### config.mk
export PLATFORM = sky130hd
export DESIGN_NAME = uv_mode_picker
export DESIGN_NICKNAME = d
export VERILOG_FILES = /design/src/common/uv_pkg.sv /design/src/rtl/uv_mode_picker.sv
export SDC_FILE = /design/constraint.sdc
export NUM_CORES = 2
export LEC_CHECK = 0
export BUFFER_PORTS_ARGS = -buffer_cell sky130_fd_sc_hd__buf_2
export CAP_MARGIN = 20
export CORE_AREA = 2 2 538 540
export CTS_BUF_LIST = sky130_fd_sc_hd__clkbuf_4 sky130_fd_sc_hd__clkbuf_8
export CTS_CLUSTER_SIZE = 10
export DETAILED_ROUTE_END_ITERATION = 16
export DIE_AREA = 0 0 540 542
export SLEW_MARGIN = 20
export SYNTH_ARGS = -nofsm -noshare
export SYNTH_HDL_FRONTEND = slang
export SYNTH_SLANG_ARGS = --single-unit
### constraint.sdc
create_clock -name clk -period 41 [get_ports clk]
set_input_delay 4.1 -clock clk [delete_from_list [all_inputs] [get_ports clk]]
set_output_delay 4.1 -clock clk [all_outputs]
set_load 0.005 [all_outputs]
### src/common/uv_pkg.sv
package uv_pkg;

    // ----------------------------------------
    // Pixels and blocks
    // ----------------------------------------

    typedef logic [7:0] pixel_t;

    // One chroma block word
    // planes[0] is U, planes[1] is V, raster order inside a plane
    // pix[16*p + r] is the same byte as planes[p][r]
    typedef union packed {
        pixel_t [1:0][15:0] planes;
        pixel_t [31:0]      pix;
    } uv_block_u;

    typedef logic signed [11:0] level_t;

    typedef level_t [31:0] levels_t;

    // Neighbours, element 0 is the leftmost or topmost pixel
    typedef struct packed {
        pixel_t [3:0] top_u;
        pixel_t [3:0] top_v;
        pixel_t [3:0] left_u;
        pixel_t [3:0] left_v;
        pixel_t       top_left_u;
        pixel_t       top_left_v;
    } neigh_t;

    typedef struct packed {
        logic [15:0] q;
        logic [15:0] iq;
        logic [15:0] bias;
    } quant_t;

    // ----------------------------------------
    // Modes and scoring
    // ----------------------------------------

    typedef enum logic [1:0] {
        dc    = 2'd0,
        vert  = 2'd1,
        horiz = 2'd2,
        tm    = 2'd3
    } uv_mode_e;

    // Header cost per mode, indexed by uv_mode_e
    localparam logic [3:0][15:0] FIXED_COST = {16'd642, 16'd439, 16'd984, 16'd302};

    typedef logic [63:0] score_t;

endpackage

### src/rtl/uv_mode_picker.sv
module uv_mode_picker (
    input  logic              clk,
    input  logic              rst_n,
    input  logic              start,
    input  logic [31:0]       lambda,
    input  logic [31:0]       sse,
    input  logic [31:0]       cost_sum,
    input  logic              sse_done,
    input  logic              cost_done,
    input  uv_pkg::uv_block_u recon,
    input  uv_pkg::levels_t   rec_levels,
    input  logic [1:0]        rec_nz,
    output logic              rec_start,
    output uv_pkg::uv_mode_e  pred_sel,
    output uv_pkg::uv_block_u out,
    output uv_pkg::levels_t   levels,
    output logic [1:0]        nz,
    output uv_pkg::uv_mode_e  mode,
    output logic              done
);
    import uv_pkg::*;

    typedef enum logic [2:0] {
        st_idle,
        st_issue,
        st_wait,
        st_score,
        st_finish
    } state_e;

    state_e     state;
    uv_mode_e   cur;
    logic       sse_seen;
    logic       cost_seen;
    logic [31:0] sse_q;
    logic [31:0] cost_q;

    score_t     cand_score;
    score_t     best_score;
    logic       take_best;
    uv_block_u  best_out;
    levels_t    best_levels;
    logic [1:0] best_nz;
    uv_mode_e   best_mode;

    assign pred_sel = cur;

    // (cost * 1024 + header) * lambda + 256 * sse
    assign cand_score = ((score_t'(cost_q) << 10) + score_t'(FIXED_COST[cur]))
                        * score_t'(lambda) + (score_t'(sse_q) << 8);

    // dc always seeds the best
    assign take_best = (cur == dc) || (cand_score < best_score);

    // ----------------------------------------
    // Control FSM
    // ----------------------------------------

    always_ff @(posedge clk or negedge rst_n) begin
        if (!rst_n) begin
            state     <= st_idle;
            cur       <= dc;
            rec_start <= 1'b0;
            sse_seen  <= 1'b0;
            cost_seen <= 1'b0;
            out       <= '0;
            levels    <= '0;
            nz        <= '0;
            mode      <= dc;
            done      <= 1'b0;
        end else begin
            done <= 1'b0;
            case (state)
                st_idle: begin
                    if (start) begin
                        cur   <= dc;
                        state <= st_issue;
                    end
                end
                st_issue: begin
                    rec_start <= 1'b1;
                    sse_seen  <= 1'b0;
                    cost_seen <= 1'b0;
                    state     <= st_wait;
                end
                st_wait: begin
                    rec_start <= 1'b0;
                    if (sse_done) begin
                        sse_seen <= 1'b1;
                    end
                    if (cost_done) begin
                        cost_seen <= 1'b1;
                    end
                    // Engines may finish in either order
                    if ((sse_seen || sse_done) && (cost_seen || cost_done)) begin
                        state <= st_score;
                    end
                end
                st_score: begin
                    if (cur == tm) begin
                        state <= st_finish;
                    end else begin
                        cur   <= uv_mode_e'(cur + 2'd1);
                        state <= st_issue;
                    end
                end
                st_finish: begin
                    out    <= best_out;
                    levels <= best_levels;
                    nz     <= best_nz;
                    mode   <= best_mode;
                    done   <= 1'b1;
                    state  <= st_idle;
                end
                default: state <= st_idle;
            endcase
        end
    end

    // Latched engine results and best candidate
    always_ff @(posedge clk) begin
        if (state == st_wait && sse_done) begin
            sse_q <= sse;
        end
        if (state == st_wait && cost_done) begin
            cost_q <= cost_sum;
        end
        if (state == st_score && take_best) begin
            best_score  <= cand_score;
            best_out    <= recon;
            best_levels <= rec_levels;
            best_nz     <= rec_nz;
            best_mode   <= cur;
        end
    end

    assert property (@(posedge clk) disable iff (!rst_n) start |-> state == st_idle)
        else $error("start received while mode decision busy");

endmodule

==> flow_metrics.tcl <==
set metrics [dict create \
    wl_per_cell_um 32.47 \
    cpPeakStageDelay_ps 840 \
    start_util 0.3103 \
    grt_use_met2 0.4346 \
    numCtsBuffers 276 \
    htree_levels 5 \
    finalSetupViolCount 0 \
    wl_mm 409.1 \
    clock_tree.root_cell "clkbuf_8" \
    clk_pin_slew_worst_paths_ps 60 \
    use_met3 0.1446 \
    pin_count 1391 \
    fin_crit_ps 17580 \
    io_buffers 1390 \
    antenna_left 1 \
    post-route-period-util 0.4289 \
    postCtsHoldBufs 0 \
    synthToLayoutAreaGrowth_pct 19.93 \
    holdWs_ps 436.6 \
    cts_tree "done" \
    critPathArrivalTime_ps 18160 \
    cap_violations 0 \
    synth_top_area_cell "fa_1" \
    syn-num-nets 9117 \
    synth_area_leaders "fa_1, edfxtp_1, dfrtp_1, mux2_2, inv_1" \
    utilization 0.3722 \
    yosysWarnings 0 \
    violations "antenna violations" \
    rsz0062_at_grt "false" \
    die_w_um 540 \
    gp_congestion 0.9633 \
    ys_types 70 \
    rows 197 \
    cts_setup_buffers 0 \
    vias 61300 \
    cp-end-kind "flip-flop" \
    nets 10530 \
    synth.cell_area_mm2 0.08903 \
    drc 0 \
    cp_max_fo 68 \
    final_hold_viol_count 0 \
    fp.coreArea_mm2 0.2869 \
    crit_family "adder cells" \
    hold_path_class "flip-flop to flip-flop" \
    yosysTopAreaCellShare 0.2667 \
    grt_pass1_vias 65010 \
    cpMaxStageDelayCell "buf_4" \
    grt_max_degree 103 \
    synthesis.instances 6903 \
    tightest_slew_ps 1218 \
    viasPerCell 4.864 \
    fin_setup_tns_ps 0 \
    critPathKind "input port to flip-flop" \
    dieArea_mm2 0.2927 \
    ys_seq_area_frac 0.4439 \
    antenna_found_initial 225 \
    grt_first_pass_wirelength_mm 553.7 \
    path_buf_inv 10 \
    critical_path_required_ps 41580 \
    clock_path_buffers 4 \
    clock_latency_ps 1000 \
    slew_headroom 0.1880 \
    gr-total-overflow 0 \
    finalMaxSlewViolations 0 \
    drive_gt1_frac 0.3075 \
    grt_use_met1 0.3158 \
    drtIter0Drc 5887 \
    run_status "finished with violations" \
    async_flop_share 0.4582 \
    timing.fmax_ghz 0.05687 \
    dr.pass1.iters 7 \
    cts_resized 0 \
    synth-main-ff-cell "edfxtp_1" \
    top_usage_layer "met2" \
    finalClockSkew_ps 95.65 \
    syn_avg_cell_area_um2 12.90 \
    ys_ff_latch 1425 \
    startpoint_type "input port" \
    cts_sinks 1425 \
    synth-edff-count 772 \
    die_y_um 542 \
    place_hpwl_mm 325.9 \
    nFillCells 28090 \
    grt_usage 0.2769 \
]
## synth_stat cells, drive strengths merged (3+ instances only)
master	number
nand4	22
nor3	7
nor3b	5
o21bai	8
nand3	11
nor2b	73
a31oi	8
a311oi	3
xor2	21
nor2	36
o211ai	4
clkbuf	324
and4	4
nand2b	58
and2	266
or2	4
a41oi	3
ha	285
xnor2	57
a31o	3
and3	8
buf	10
mux2	644
a211oi	4
a221oi	5
a21oi	68
nand2	943
edfxtp	772
o21a	9
a21o	64
inv	1259
a2111oi	3
o22ai	3
o21ai	43
a21boi	4
fa	1186
dfrtp	653
## metrics by stage
stage               cell area, µm²  instances  setup slack [ps]
CTS                         106100      12330             23520
finish                      106800      12600             23420
detailed placement          100100      11820             22460
global placement            100100      11820             22560
global route                106300      12410             22810
floorplan                    89040       6903              8867
## kinds of logic after synthesis
| group | Yosys count | share of synthesized area |
|---|---|---|
| multiplexers | 644 | 0.08145 |
| buffers and inverters | 1594 | 0.06740 |
| AO/OA/AOI/OAI | 245 | 0.01852 |
| AND/OR/NAND/NOR | 1446 | 0.07433 |
| flip-flops | 1425 | 0.4439 |
| XOR/XNOR | 78 | 0.007673 |
| adder cells (fa/ha/maj) | 1471 | 0.3067 |
## state kept, by name (all words and copies together) (netlist names), 2 cells and up
register / count
best_levels: 384
levels: 384
best_out: 256
out: 256
best_score: 64
cost_q: 32
sse_q: 32
state: 3
best_mode: 2
best_nz: 2
mode: 2
nz: 2
pred_sel: 2
## final cells by class
class	count	area, µm²	share of cell area
clock buffers	428	5196	0.04866
clock inverters	77	769.5	0.007206
inverters	1260	4730	0.04429
flip-flops and latches	1425	39520	0.3701
repair buffers	1471	7597	0.07115
diodes	275	688.2	0.006445
well taps	3781	4731	0.04430
multi-input cells	3884	43550	0.4078
## worst paths after layout
check                           slack (ps)  depth (start not counted)                          to                       start
worst max-delay path                 23420                         41  best_levels[205]$_DFFE_PP_                  lambda[17]
worst min-delay path                   440                          1     levels[356]$_DFFE_PN0P_  best_levels[356]$_DFFE_PP_
worst max register to register       25600                         45  best_levels[205]$_DFFE_PP_     pred_sel[1]$_DFFE_PN0P_
worst min register to register         440                          1     levels[356]$_DFFE_PN0P_  best_levels[356]$_DFFE_PP_
max in group asynchronous            34600                          4     levels[175]$_DFFE_PN0P_                       rst_n
min in group asynchronous             3220                          1        out[144]$_DFFE_PN0P_                       rst_n
## cell usage in the layout (no fill, tap or decap), drive strengths merged, types with 7 or more instances in the layout
cell,n
dfrtp,653
fa,1186
mux2,644
nor3,7
nor2b,73
a21o,64
and2,266
o21a,9
nor2,36
nand4,22
clkinv,50
xor2,21
nand2,943
diode,275
clkbuf,428
a21oi,68
nand2b,58
o21bai,8
bufinv,7
inv,1274
nand3,11
and3,8
edfxtp,772
o21ai,43
ha,285
a31oi,8
buf,1471
xnor2,57
## worst reg2reg max path: cells and delay by family, from the launching register on
kind,cells,cell delay (ps)
AO/OA/AOI/OAI,15,2990
XOR/XNOR,1,270
adder cells (fa/ha/maj),11,5020
buffers and inverters,12,4710
flip-flops,1,330
AND/OR/NAND/NOR,6,1700
## routing by layer
layer | routed length, µm | part of all wire | up-vias
met3 | 60680 | 0.15 | 917
met4 | 19660 | 0.048 | 84
met1 | 141300 | 0.35 | 32300
met2 | 186900 | 0.46 | 3246
met5 | 523 | 0.0013 | -
li1 | - | - | 24750
Power is not shown: default switching activity piles up to over one toggle a cycle in this logic, so the estimate is an artifact.
