==> src/common/uv_pkg.sv <==
package uv_pkg;

    // ----------------------------------------
    // Pixels and blocks
    // ----------------------------------------

    typedef logic [7:0] pixel_t;

    // One chroma block word
    // planes[0] is U, planes[1] is V, raster order inside a plane
    // pix[16*p + r] is the same byte as planes[p][r]
    typedef union packed {
        pixel_t [1:0][15:0] planes;
        pixel_t [31:0]      pix;
    } uv_block_u;

    typedef logic signed [11:0] level_t;

    typedef level_t [31:0] levels_t;

    // Neighbours, element 0 is the leftmost or topmost pixel
    typedef struct packed {
        pixel_t [3:0] top_u;
        pixel_t [3:0] top_v;
        pixel_t [3:0] left_u;
        pixel_t [3:0] left_v;
        pixel_t       top_left_u;
        pixel_t       top_left_v;
    } neigh_t;

    typedef struct packed {
        logic [15:0] q;
        logic [15:0] iq;
        logic [15:0] bias;
    } quant_t;

    // ----------------------------------------
    // Modes and scoring
    // ----------------------------------------

    typedef enum logic [1:0] {
        dc    = 2'd0,
        vert  = 2'd1,
        horiz = 2'd2,
        tm    = 2'd3
    } uv_mode_e;

    // Header cost per mode, indexed by uv_mode_e
    localparam logic [3:0][15:0] FIXED_COST = {16'd642, 16'd439, 16'd984, 16'd302};

    typedef logic [63:0] score_t;

endpackage

==> src/pred/uv_predictor.sv <==
module uv_predictor (
    input  uv_pkg::neigh_t          neigh,
    output uv_pkg::uv_block_u [3:0] pred
);
    import uv_pkg::*;

    pixel_t [1:0][3:0] top;
    pixel_t [1:0][3:0] left;
    pixel_t [1:0]      top_left;
    pixel_t [1:0]      dc_val;

    // Plane 0 is U, plane 1 is V
    assign top      = {neigh.top_v, neigh.top_u};
    assign left     = {neigh.left_v, neigh.left_u};
    assign top_left = {neigh.top_left_v, neigh.top_left_u};

    // ----------------------------------------
    // DC, rounded mean of top and left
    // ----------------------------------------

    always_comb begin
        logic [10:0] sum;
        for (int p = 0; p < 2; p++) begin
            sum = 11'd4;
            for (int k = 0; k < 4; k++) begin
                sum = sum + 11'(top[p][k]) + 11'(left[p][k]);
            end
            dc_val[p] = 8'(sum >> 3);
        end
    end

    // ----------------------------------------
    // All four modes, both planes
    // ----------------------------------------

    always_comb begin
        logic signed [9:0] tm_val;
        for (int p = 0; p < 2; p++) begin
            for (int r = 0; r < 4; r++) begin
                for (int c = 0; c < 4; c++) begin
                    pred[dc].planes[p][4*r+c]    = dc_val[p];
                    pred[vert].planes[p][4*r+c]  = top[p][c];
                    pred[horiz].planes[p][4*r+c] = left[p][r];

                    // left + top - corner, then clip
                    tm_val = $signed({2'b00, left[p][r]}) + $signed({2'b00, top[p][c]})
                             - $signed({2'b00, top_left[p]});
                    if (tm_val < 0) begin
                        pred[tm].planes[p][4*r+c] = 8'd0;
                    end else if (tm_val > 10'sd255) begin
                        pred[tm].planes[p][4*r+c] = 8'd255;
                    end else begin
                        pred[tm].planes[p][4*r+c] = tm_val[7:0];
                    end
                end
            end
        end
    end

endmodule

==> config.mk <==
export PLATFORM = sky130hd
export DESIGN_NAME = uv_predictor
export DESIGN_NICKNAME = d
export VERILOG_FILES = /design/src/common/uv_pkg.sv /design/src/pred/uv_predictor.sv
export SDC_FILE = /design/constraint.sdc
export NUM_CORES = 1
export LEC_CHECK = 0
export BUFFER_PORTS_ARGS = -buffer_cell sky130_fd_sc_hd__buf_2
export CORE_AREA = 8 8 452 454
export DETAILED_ROUTE_END_ITERATION = 6
export DIE_AREA = 0 0 460 462
export SYNTH_ARGS = -nofsm -noshare
export SYNTH_HDL_FRONTEND = slang
export SYNTH_SLANG_ARGS = --single-unit
==> constraint.sdc <==
create_clock -name vclk -period 6.9
set_clock_uncertainty 0.05 [all_clocks]
set_input_delay 1.035 -clock vclk [all_inputs]
set_output_delay 1.035 -clock vclk [all_outputs]
set_load 0.05 [all_outputs]
==> impl_metrics.json, run 1 <==
{
  "status": "complete, no violations",
  "gp_congestion": 0.994,
  "initial_core_util_pct": 14.6,
  "critPathLaunchType": "primary input",
  "critPathRequiredTime_ns": 5.81,
  "syn_avg_cell_area_um2": 7.72,
  "grt_use_total_pct": 12.4,
  "tns_ns": 0,
  "via_per_inst": 3.96,
  "drtAntennaViolNets": 0,
  "fp-row-count": 163,
  "seqCellArea_um2": 0,
  "grt_pass1_wl_mm": 194,
  "placed_area_um2": 33600,
  "max_freq_ghz": 0.148,
  "io_pins": 1168,
  "cap_violations": 0,
  "synthXorXnorAreaFrac_pct": 5.00,
  "synth_compound_area_share_pct": 18.5,
  "synth_top_area_share_pct": 24.5,
  "synth_top_family_by_area": "adder cells",
  "drive_gt1_share_pct": 32.0,
  "finalHoldViolCount": 0,
  "syn_area_um2": 28700,
  "period_minus_slack_ns": 6.78,
  "dr.pass1.iters": 5,
  "slew_headroom_pct": 33.7,
  "dp_hpwl_mm": 130,
  "fp.dieW_um": 460,
  "design_area_um2": 33800,
  "syn_nets": 4497,
  "port_buffers": 1168,
  "worstHoldPathType": "primary input to primary output",
  "wl_per_cell_um": 20.9,
  "synth_cells": 3719,
  "synth_top_cell_by_area": "fa_1",
  "crit_arrival_ns": 5.69,
  "worst_setup_path_end_kind": "primary output",
  "n_sequential_cell": 0,
  "synth_fa_ha_area_share_pct": 37.2,
  "overflow": 0,
  "grt_max_degree": 17,
  "crit_type": "primary input to primary output",
  "worstMarginPinSlew_ns": 0.994,
  "critPathMaxFanout": 8,
  "finalCritPeriodShare_pct": 98.2,
  "yosys.cell_types.count": 66,
  "slew_viol_final": 0,
  "drc": 0,
  "fin_nets": 5039,
  "fin_hold_ws_ns": 2.35,
  "antenna_found_initial": 11,
  "drt-total-wl_mm": 144,
  "drt_iter0_drc": 2294,
  "yosysSeqAreaShare_pct": 0,
  "core_um2": 197000,
  "nClkBuffers": 0,
  "dieHeight_um": 462,
  "grt_pass1_vias": 26500,
  "ys_top_cells_by_area": "fa_1 25%, buf_4 20%, ha_1 12%",
  "hold_buffers": 0,
  "die-area_um2": 213000,
  "syn_to_final_growth_pct": 17.7,
  "setup_viol": 0,
  "vias": 27400,
  "synthMuxAreaShare_pct": 0.540,
  "synth_simple_gate_area_share_pct": 8.50,
  "final_util_pct": 17.2,
  "ys_warn_count": 0
}
## final cells by class
type / count / area [um^2]
multi-input cells: 2157 / 20100
fillers: 22400 / 163000
repair buffers: 1324 / 7410
diodes: 3 / 7.51
inverters: 778 / 2920
well taps: 2640 / 3300
## worst max-delay path, stage by stage
cell and delay (ns):
buf_4 0.10, clkinvlp_4 0.18, fa_1 0.58, inv_1 0.05, fa_1 0.48, fa_1 0.57
inv_2 0.06, fa_1 0.50, inv_1 0.04, ha_1 0.26, nor4bb_2 0.22, buf_4 0.17
o211ai_1 0.08, buf_4 0.17, a21boi_1 0.18, o21a_1 0.21, nor2_4 0.06, xnor2_4 0.25
clkbuf_16 0.20, buf_2 0.26
## final timing paths
path	from	to	slack, ns	depth (start not counted)
max	neigh[34]	pred[252]	0.12	20
min	neigh[50]	pred[522]	2.35	2
## metal layers
layer | GRT usage (%) | share of wire [%] | wire [um]
met5 | 0 | 0.0076 | 11
met2 | 18.8 | 43 | 61400
met1 | 17.8 | 45 | 65100
met4 | 2.28 | 2.2 | 3210
met3 | 3.22 | 10 | 14500
## cell usage after synthesis (45+ instances only)
cell type and n:
a21oi_1 297, inv_1 778, a21o_1 74, fa_1 352
xnor2_1 103, ha_1 282, nand2_1 55, o21a_1 71
o22ai_1 45, nor2_1 153, nor3_1 56, o21ai_0 152
xor2_1 61, buf_4 752
## cells by family (layout without fill, tap and decap cells)
family	after synthesis	count (layout)
AO/OA/AOI/OAI	856	856
adder cells (fa/ha/maj)	644	644
other	0	3
multiplexers	15	15
buffers and inverters	1562	2102
AND/OR/NAND/NOR	478	478
XOR/XNOR	164	164
## what timing repair did
action                                  4_1_cts  5_1_grt
gates cloned                                  0        1
buffers inserted                              1        4
pin swaps                                     1        3
resized for setup                             3       20
endpoints found under the setup margin       34      111
endpoints found under the hold margin         0        0
## stage by stage
step / setup WS [ns] / instances
after floorplan: 0.0533 / 3719
after global placement: -0.109 / 6893
after detailed placement: -0.107 / 6893
after CTS: -0.00648 / 6894
after global routing: -0.00215 / 6899
final: 0.123 / 6902
## layout by cell type, fill, tap and decap left out, types with 45 or more instances in the layout
cell type,synthesis,layout
buf_2,1,1141
inv_1,778,776
fa_1,352,352
a21oi_1,297,296
ha_1,282,282
o21ai_0,152,152
nor2_1,153,148
buf_4,752,146
xnor2_1,103,97
a21o_1,74,74
o21a_1,71,71
xor2_1,61,61
nor3_1,56,56
nand2_1,55,55
o22ai_1,45,45
==> run 2: changes to the inputs <==
--- a/config.mk
+++ b/config.mk
@@ -6,9 +6,13 @@
 export NUM_CORES = 1
 export LEC_CHECK = 0
 export BUFFER_PORTS_ARGS = -buffer_cell sky130_fd_sc_hd__buf_2
-export CORE_AREA = 8 8 452 454
+export CELL_PAD_IN_SITES_DETAIL_PLACEMENT = 1
+export CELL_PAD_IN_SITES_GLOBAL_PLACEMENT = 2
+export CORE_AREA = 8 8 453 455
 export DETAILED_ROUTE_END_ITERATION = 6
-export DIE_AREA = 0 0 460 462
+export DIE_AREA = 0 0 461 463
+export PLACE_DENSITY_LB_ADDON = 0.1
+export SLEW_MARGIN = 20
 export SYNTH_ARGS = -nofsm -noshare
 export SYNTH_HDL_FRONTEND = slang
 export SYNTH_SLANG_ARGS = --single-unit
==> run 2 against run 1 <==
Utilization down 0.16 points. Via count decreased by 5.2%. Die area is 0.43% higher. Critical path type unchanged. Highest routed layer unchanged.
==> impl_metrics.json, run 2 (same netlist as run 1, synthesis figures left out) <==
{
  "status": "complete, no violations",
  "drtAntennaViolNets": 0,
  "gp_congestion": 0.764,
  "fp.dieW_um": 461,
  "drc": 0,
  "layout_common_cells": "1117 x buf_2, 775 x inv_1, 352 x fa_1",
  "grt_use_total_pct": 14.9,
  "max_freq_ghz": 0.149,
  "drt-total-wl_mm": 168,
  "grt_pass1_vias": 28500,
  "grt_pass1_wl_mm": 229,
  "nClkBuffers": 0,
  "finalHoldViolCount": 0,
  "worstHoldPathType": "primary input to primary output",
  "crit_type": "primary input to primary output",
  "n_sequential_cell": 0,
  "setup_viol": 0,
  "syn_to_final_growth_pct": 17.6,
  "cap_violations": 0,
  "antenna_found_initial": 11,
  "crit_arrival_ns": 5.62,
  "slew_viol_final": 0,
  "fin_nets": 5032,
  "vias": 25900,
  "critPathLaunchType": "primary input",
  "seqCellArea_um2": 0,
  "die-area_um2": 213000,
  "dp_hpwl_mm": 150,
  "dieHeight_um": 463,
  "drt_iter0_drc": 937,
  "critPathRequiredTime_ns": 5.81,
  "hold_buffers": 0,
  "worst_setup_path_end_kind": "primary output",
  "finalCritPeriodShare_pct": 97.2,
  "worstMarginPinSlew_ns": 0.845,
  "tns_ns": 0,
  "core_um2": 198000,
  "grt_max_degree": 17,
  "wl_per_cell_um": 24.4,
  "overflow": 0,
  "period_minus_slack_ns": 6.71,
  "io_pins": 1168,
  "via_per_inst": 3.75,
  "initial_core_util_pct": 14.5,
  "rsz0062_at_grt": "false",
  "port_buffers": 1168,
  "dr.pass1.iters": 4,
  "critPathMaxFanout": 8,
  "final_common_cell": "buf_2",
  "slew_headroom_pct": 43.4,
  "fp-row-count": 164,
  "drive_gt1_share_pct": 32.0
}
[run 2: final cells by class]
class,count,area (um^2)
Fill cell,24100,164000
Multi-Input combinational cell,2157,20100
Timing Repair Buffer,1317,7360
Tap cell,2656,3320
Inverter,778,2920
Antenna cell,3,7.51
[run 2: worst paths after layout]
check       start        end  slack (ns)  cells after the start
max    neigh[122]   pred[14]        0.19                     19
min     neigh[73]  pred[609]        2.35                      2
[run 2: stage by stage]
| step | hold slack [ns] | instances | setup slack (ns) | utilization [%] | instance area (um^2) |
|---|---|---|---|---|---|
| global route | 2.36 | 6908 | 0.00849 | 17.0 | 33800 |
| floorplan | 2.19 | 3719 | 0.0533 | - | 28800 |
| detailed placement | 2.35 | 6907 | 0.00168 | 16.9 | 33500 |
| CTS | 2.35 | 6907 | 0.0311 | 16.9 | 33600 |
| global placement | 2.35 | 6907 | 0.0182 | 16.9 | 33500 |
| finish | 2.35 | 6911 | 0.192 | 17.0 | 33800 |
[run 2: per-layer routing]
layer	GRT usage (%)	up-vias	wire length [um]
met5	0	-	10
met4	0.933	2	1370
met3	1.76	33	6630
met2	25.9	690	80400
met1	20.7	12800	80100
li1	-	12400	-
[run 2: worst max-delay path, stage by stage]
cell        delay, ns
buf_4            0.11
clkinvlp_4       0.23
fa_1             0.60
inv_2            0.05
fa_1             0.50
fa_1             0.51
inv_2            0.05
fa_1             0.55
inv_1            0.05
ha_1             0.27
nor4bb_4         0.23
o211ai_1         0.15
buf_4            0.19
a21oi_4          0.16
o21a_2           0.18
nor2_4           0.06
xnor2_4          0.26
clkbuf_16        0.20
clkbuf_4         0.23
[run 2: what timing repair did]
action,CTS,global route
hold endpoints to repair,0,0
resized for setup,2,59
pin swaps,0,7
gates cloned,0,1
endpoints found under the setup margin,31,126
setup buffers,0,1
