File: src/common/uv_pkg.sv
package uv_pkg;

    // ----------------------------------------
    // Pixels and blocks
    // ----------------------------------------

    typedef logic [7:0] pixel_t;

    // One chroma block word
    // planes[0] is U, planes[1] is V, raster order inside a plane
    // pix[16*p + r] is the same byte as planes[p][r]
    typedef union packed {
        pixel_t [1:0][15:0] planes;
        pixel_t [31:0]      pix;
    } uv_block_u;

    typedef logic signed [11:0] level_t;

    typedef level_t [31:0] levels_t;

    // Neighbours, element 0 is the leftmost or topmost pixel
    typedef struct packed {
        pixel_t [3:0] top_u;
        pixel_t [3:0] top_v;
        pixel_t [3:0] left_u;
        pixel_t [3:0] left_v;
        pixel_t       top_left_u;
        pixel_t       top_left_v;
    } neigh_t;

    typedef struct packed {
        logic [15:0] q;
        logic [15:0] iq;
        logic [15:0] bias;
    } quant_t;

    // ----------------------------------------
    // Modes and scoring
    // ----------------------------------------

    typedef enum logic [1:0] {
        dc    = 2'd0,
        vert  = 2'd1,
        horiz = 2'd2,
        tm    = 2'd3
    } uv_mode_e;

    // Header cost per mode, indexed by uv_mode_e
    localparam logic [3:0][15:0] FIXED_COST = {16'd642, 16'd439, 16'd984, 16'd302};

    typedef logic [63:0] score_t;

endpackage

File: src/rtl/uv_cost_engine.sv
module uv_cost_engine #(
    parameter int PIX_PER_CYCLE = 4
) (
    input  logic            clk,
    input  logic            rst_n,
    input  logic            start,
    input  uv_pkg::levels_t levels,
    output logic [31:0]     cost_sum,
    output logic            done
);
    import uv_pkg::*;

    localparam int STEPS = 32 / PIX_PER_CYCLE;
    localparam int CW    = (STEPS > 1) ? $clog2(STEPS) : 1;

    logic          busy;
    logic [CW-1:0] cnt;
    logic [31:0]   part;

    // Magnitude plus one per nonzero level
    always_comb begin
        level_t lvl;
        int     v;
        part = '0;
        for (int k = 0; k < PIX_PER_CYCLE; k++) begin
            lvl  = levels[int'(cnt) * PIX_PER_CYCLE + k];
            v    = int'(lvl);
            v    = (v < 0) ? -v : v;
            part = part + 32'(v) + ((v != 0) ? 32'd1 : 32'd0);
        end
    end

    always_ff @(posedge clk or negedge rst_n) begin
        if (!rst_n) begin
            busy     <= 1'b0;
            cnt      <= '0;
            cost_sum <= '0;
            done     <= 1'b0;
        end else begin
            done <= 1'b0;
            if (start) begin
                busy     <= 1'b1;
                cnt      <= '0;
                cost_sum <= '0;
            end else if (busy) begin
                cost_sum <= cost_sum + part;
                cnt      <= cnt + CW'(1);
                if (cnt == CW'(STEPS - 1)) begin
                    busy <= 1'b0;
                    cnt  <= '0;
                    done <= 1'b1;
                end
            end
        end
    end

endmodule

File: config.mk
export PLATFORM = sky130hd
export DESIGN_NAME = uv_cost_engine
export DESIGN_NICKNAME = d
export VERILOG_FILES = /design/src/common/uv_pkg.sv /design/src/rtl/uv_cost_engine.sv
export SDC_FILE = /design/constraint.sdc
export NUM_CORES = 1
export LEC_CHECK = 0
export BUFFER_PORTS_ARGS = -buffer_cell sky130_fd_sc_hd__buf_2
export CELL_PAD_IN_SITES_DETAIL_PLACEMENT = 2
export CELL_PAD_IN_SITES_GLOBAL_PLACEMENT = 2
export CORE_AREA = 2 2 253 130
export CTS_CLUSTER_SIZE = 8
export DETAILED_ROUTE_END_ITERATION = 16
export DIE_AREA = 0 0 255 132
export GPL_TIMING_DRIVEN = 0
export HOLD_SLACK_MARGIN = 0.1
export PLACE_DENSITY_LB_ADDON = 0.05
export SLEW_MARGIN = 10
export SYNTH_ARGS = -nofsm -noshare
export SYNTH_HDL_FRONTEND = slang
export SYNTH_SLANG_ARGS = --single-unit
File: constraint.sdc
create_clock -name clk -period 17.85 [get_ports clk]
set_clock_uncertainty 0.1 [all_clocks]
set_input_delay 1.785 -clock clk [delete_from_list [all_inputs] [get_ports clk]]
set_output_delay 1.785 -clock clk [all_outputs]
set_load 0.01 [all_outputs]
==> results.ini, run 1 <==
[route]
wire_per_inst_um=28.7
first_iter_violations=647
postRouteAntennaNets=0
via_count=10700
wl_mm=55.2
dr.pass1.iters=5
viasPerCell=5.56
remaining_drc_errors=0

[cts]
cts_htree_levels=2
post_cts_resized=0
clockRootBuffer=clkbuf_16
cts_tree=yes
insertion_delay_ns=0.29
cts_setup_buffers=0
cts_made_buffers=5
cts_hold_buffers=0
cts_buffer_depth=2
clock-sinks=37
clk_pin_slew_worst_paths_ns=0.07

[global_routing]
overflow=0
antenna_found_initial=19
grt_pass1_wl_mm=79.7
first_global_vias=11900
grt_max_degree=38
grt.total_usage=0.323

[setup_path]
crit_top_cell=fa_1
critPathLaunch=cnt[2]
cp_slowest_stage_delay_ns=0.69
cp-start-kind=flop
cp_slowest_cell=a2111oi_2
critPathArrivalTime_ns=9.79
end_kind=flop
crit_fanout=10
required_ns=17.92
critPathKind=flop to flop
reg2reg_from=cnt[2]

[timing]
relSlewSlack=0.319
rsz0062_at_grt=false
setup_violations=0
period_needed_ns=9.71
drv_slew=0
setup-tns-final_ns=0
tightest_slew_ns=0.994
timing.final.crit_share=0.544
max_freq_mhz=103
hold_ws_ns=0.492
fin_ws_ns=8.14
hold_viol=0

[yosys]
yosysWarnings=0
synthSimpleGateAreaFrac=0.141
avgSynthCellArea_um2=10.2
yosysMostFrequentCell=mux2i_1
synth_top_family_by_area=multiplexers
synth_async_sr_flop_share=1.00
synthAdderAreaFrac=0.235
synth-seq-cells=37
yosysTopAreaCellShare=0.185
yosys.area.top_type=fa_1
synth-xor-area-share=0.0511
ys.flop_type=dfrtp_1
syn-cell-area_um2=9930
synthMuxAreaShare=0.295
synth.area.top_cells=fa_1, mux4_2, mux2i_1
synth_seq_area_share=0.0932
synth-edff-count=0
synthCells=974
synth_compound_area_frac=0.132
yosysUniqueCellTypes=79
synth_commonest_cells=mux2i_1, fa_1, nor2_1

[floorplan]
die_h_um=132
dieArea_um2=33700
initial_utilization=0.317
die_w_um=255
coreArea_um2=31400
rows=46
num_io_pins=420

[placement]
dp_hpwl_mm=48.0
gp_congestion=0.962
io_buffers=419
post-place-ws_ns=7.84
dp.cells=1897

[finish]
layout.nets=1990
syn2layout_area_growth_pct=31.2
layout.cells.non_filler=1922
layout-drive-gt1-share=0.388
num-fill-cells=3588

[run_status]
status=finished clean

[job]
drv_cap=0

[pwr]
max-vdd-ir-drop_uv=146
leakage_uw=0.00598
power_density_nw_per_um2=240

[min_path]
hp-class=flop to flop
worst_hold_startpoint=cost_sum[30]

-- sequential cells by signal, indices dropped and copies added (netlist names) --
| name | flops |
|---|---|
| cnt | 3 |
| busy | 1 |
| done | 1 |
| cost_sum | 32 |
-- worst max-delay path: cells and delay by family (launching register included) --
family	cells	cell delay (ns)
mux	2	0.96
simple gates	5	1.46
compound gates	9	2.74
fa+ha+maj	6	2.48
flops	1	0.53
buf+inv	6	1.29
-- path summary, 6_finish.rpt --
kind                           endpoint  slack [ns]  cells after the start
max                        cost_sum[24]        8.14                     28
min                        cost_sum[30]        0.49                      1
max reg2reg                cost_sum[24]        8.14                     28
min reg2reg                cost_sum[30]        0.49                      1
max in group asynchronous   cost_sum[8]       15.52                      1
min in group asynchronous  cost_sum[29]        1.53                      1
-- placed cells by master (no fill, tap or decap), types with 7 or more instances in the layout --
cell      Yosys  final
fa_1         92     92
nor2_1       88     88
and2_1        9      9
o21ai_0      30     30
diode_2       0     17
xor2_1       19     19
mux2i_1     100    100
a22oi_1       8      8
xnor2_1      39     39
nand2_1      58     58
o21a_1        8      8
buf_2        13    432
mux4_2       80     80
buf_4         7      7
buf_6        14     14
inv_1        26     26
ha_1         39     39
nor2b_1      14     14
o211ai_1      8      8
nor3_1       25     25
or4_1         7      7
nand3_1      29     29
clkbuf_1     15     15
nand2b_1     10     10
mux2_2        7      7
dfrtp_1      37     37
a21o_1       12     12
a21oi_1      52     52
conb_1        1     73
a211oi_1     10     10
-- cells by family (layout without fill, tap and decap cells) --
kind of cell               after synthesis  after routing
AOI/OAI and AO/OA                      194            194
xor gates and xnor gates                58             58
adders and majority gates              131            131
buffers and inverters                   83            510
DFF                                     37             37
muxes                                  189            189
other                                    1             90
and+or+nand+nor                        281            281
-- metal layers --
layer	track usage	vias to the layer above	part of all wire
li1	-	4616	-
met1	0.434	5633	0.43
met2	0.550	385	0.49
met3	0.0369	50	0.061
met4	0.0861	6	0.018
met5	0	-	0.00080
-- layout make-up --
cell class	instances	area, um2	share of cell area
inverters	27	101	0.00778
repair buffers	419	2100	0.161
diodes	17	42.5	0.00326
flip-flops and latches	37	926	0.0710
clock buffers	5	125	0.00960
well taps	432	541	0.0415
multi-input cells	926	8760	0.672
plain buffers	56	419	0.0322
clock inverters	3	21.3	0.00163
-- power breakdown --
part / total [uW] / internal (uW) / leakage [uW] / switching (uW)
sequential: 176 / 134 / 0.000475 / 41.5
clock: 91.7 / 52.1 / 0.0000703 / 39.6
combinational: 2860 / 1260 / 0.00544 / 1600
total: 3130 / 1450 / 0.00598 / 1680
-- through the flow --
step | utilization | total power (uW) | instance area, um2
3_3_place_gp | 0.409 | 2900 | 12800
6_report | 0.416 | 3130 | 13000
5_1_grt | 0.415 | 3510 | 13000
3_5_place_dp | 0.409 | 3000 | 12800
2_1_floorplan | - | 2290 | 10200
4_1_cts | 0.414 | 3130 | 13000
Power figures use the tool's default switching activity.
==> run 2, diff against run 1 <==
--- a/config.mk
+++ b/config.mk
@@ -8,10 +8,10 @@
 export BUFFER_PORTS_ARGS = -buffer_cell sky130_fd_sc_hd__buf_2
 export CELL_PAD_IN_SITES_DETAIL_PLACEMENT = 2
 export CELL_PAD_IN_SITES_GLOBAL_PLACEMENT = 2
-export CORE_AREA = 2 2 253 130
+export CORE_AREA = 2 2 275 141
 export CTS_CLUSTER_SIZE = 8
 export DETAILED_ROUTE_END_ITERATION = 16
-export DIE_AREA = 0 0 255 132
+export DIE_AREA = 0 0 277 143
 export GPL_TIMING_DRIVEN = 0
 export HOLD_SLACK_MARGIN = 0.1
 export PLACE_DENSITY_LB_ADDON = 0.05
==> constraint.sdc (replaced) <==
create_clock -name clk -period 8.4 [get_ports clk]
set_clock_uncertainty 0.1 [all_clocks]
set_input_delay 0.84 -clock clk [delete_from_list [all_inputs] [get_ports clk]]
set_output_delay 0.84 -clock clk [all_outputs]
set_load 0.01 [all_outputs]
==> run 2 against run 1 <==
Compared with the run above: critical path depth unchanged; cell count increased by 3.1%; global-route usage decreased by 5.6 points; design area increased by 2.5%; core utilization decreased by 5.5 points; combinational power increased by 120%; total power increased by 120%; routed wire length decreased by 2.4%; largest cell class unchanged.
==> results.ini, run 2 (synthesis gave the netlist of run 1 again) <==
[cts]
cts_buffer_depth=2
clk_pin_slew_worst_paths_ns=0.07
clock-sinks=37
insertion_delay_ns=0.29
clockRootBuffer=clkbuf_16
cts_tree=yes
cts_htree_levels=2
cts_made_buffers=5

[finish]
largest_reg_flops=32
layout.nets=2002
post-route-util=0.361
layout_commonest_cell=buf_2
top_register=cost_sum
layout-drive-gt1-share=0.402
top_regs=cost_sum: 32 flops, cnt: 3 flops
mostFrequentLayoutCells=buf_2, mux2i_1, fa_1
layout.cells.non_filler=1982
syn2layout_area_growth_pct=34.6

[min_path]
hp-class=flop to flop

[timing]
hold_viol=0
timing.final.crit_share=0.976
setup-tns-final_ns=0
relSlewSlack=0.276
period_needed_ns=8.20
hold_ws_ns=0.489
tightest_slew_ns=1.09
max_freq_mhz=122
setup_violations=0
drv_slew=0

[floorplan]
initial_utilization=0.268
die_h_um=143
die_w_um=277
rows=50
coreArea_um2=37000
dieArea_um2=39600
num_io_pins=420

[setup_path]
critPathKind=flop to flop
cp_slowest_stage_delay_ns=0.64
cp-start-kind=flop
cp_slowest_cell=or4b_2
required_ns=8.53
critPathArrivalTime_ns=8.33
end_kind=flop
crit_fanout=10
crit_top_cell=fa_1

[global_routing]
overflow=0
grt_max_degree=38
first_global_vias=11500
antenna_found_initial=5
grt.total_usage=0.267
grt_pass1_wl_mm=78.2

[route]
remaining_drc_errors=0
first_iter_violations=553
wire_per_inst_um=27.2
viasPerCell=5.25
via_count=10400
postRouteAntennaNets=0
dr.pass1.iters=4
wl_mm=53.9

[pwr]
power_density_nw_per_um2=516
max-vdd-ir-drop_uv=391
leakage_uw=0.00607

[placement]
dp.cells=1959
gp_congestion=0.917
dp_hpwl_mm=47.3
io_buffers=419

[run_status]
status=finished clean

[job]
drv_cap=0

[run 2: cell count changes in the layout (fill, tap and decap cells not counted), sizes merged]
| cell | change |
|---|---|
| buf | +10 |
| clkbuf | +2 |
| diode | -14 |
[run 2: power by group]
| part | switching (uW) | total [uW] | leakage (uW) | internal [uW] |
|---|---|---|---|---|
| Combinational | 3480 | 6330 | 0.00552 | 2850 |
| Sequential | 85.4 | 370 | 0.000473 | 285 |
| Clock | 87.9 | 199 | 0.0000702 | 111 |
[run 2: per-stage QoR]
step                      total power (uW)  instance area (um2)  setup WS (ns)
after floorplan                       4860                10200          0.346
after global placement                6240                12900          -1.97
after detailed placement              6400                12900          -1.43
after CTS                             6780                13200       0.000886
after global routing                  7770                13400        -0.0697
final                                 6900                13400          0.198
[run 2: critical path, delay by kind of cell, from the launching register on]
| kind | cells | cell delay, ns |
|---|---|---|
| AND/OR/NAND/NOR | 7 | 2.22 |
| buffers and inverters | 5 | 0.80 |
| multiplexers | 2 | 0.65 |
| AO/OA/AOI/OAI | 7 | 1.36 |
| adder cells (fa/ha/maj) | 6 | 2.35 |
| flip-flops | 1 | 0.46 |
| XOR/XNOR | 1 | 0.18 |
[run 2: routing by layer]
layer	up-vias	share of wire	GRT usage
li1	4622	-	-
met1	5511	0.46	0.366
met2	249	0.48	0.464
met3	29	0.044	0.0334
met4	4	0.0084	0.0329
met5	-	0.00035	0
[run 2: worst paths after layout]
path	cells after the start	startpoint	end	slack (ns)
min in group asynchronous	1	rst_n	cost_sum[7]	0.59
max in group asynchronous	1	rst_n	cnt[2]	6.90
min	2	cost_sum[1]	cost_sum[1]	0.49
max reg2reg	28	cnt[2]	cost_sum[26]	0.20
min reg2reg	2	cost_sum[1]	cost_sum[1]	0.49
max	28	cnt[2]	cost_sum[26]	0.20
[run 2: area by class of cell]
type,count,area [um2]
diodes,3,7.51
plain buffers,55,512
clock buffers,5,125
clock inverters,3,21.3
fillers,4193,23700
inverters,27,101
multi-input cells,926,8860
flip-flops and latches,37,927
well taps,494,618
repair buffers,432,2190
[run 2: repair_timing]
action,4_1_cts,5_1_grt
pin swaps,4,8
hold buffers,0,0
buffers inserted,6,7
resized for setup,20,27
endpoints found under the hold margin,0,0
endpoints found under the setup margin,27,15
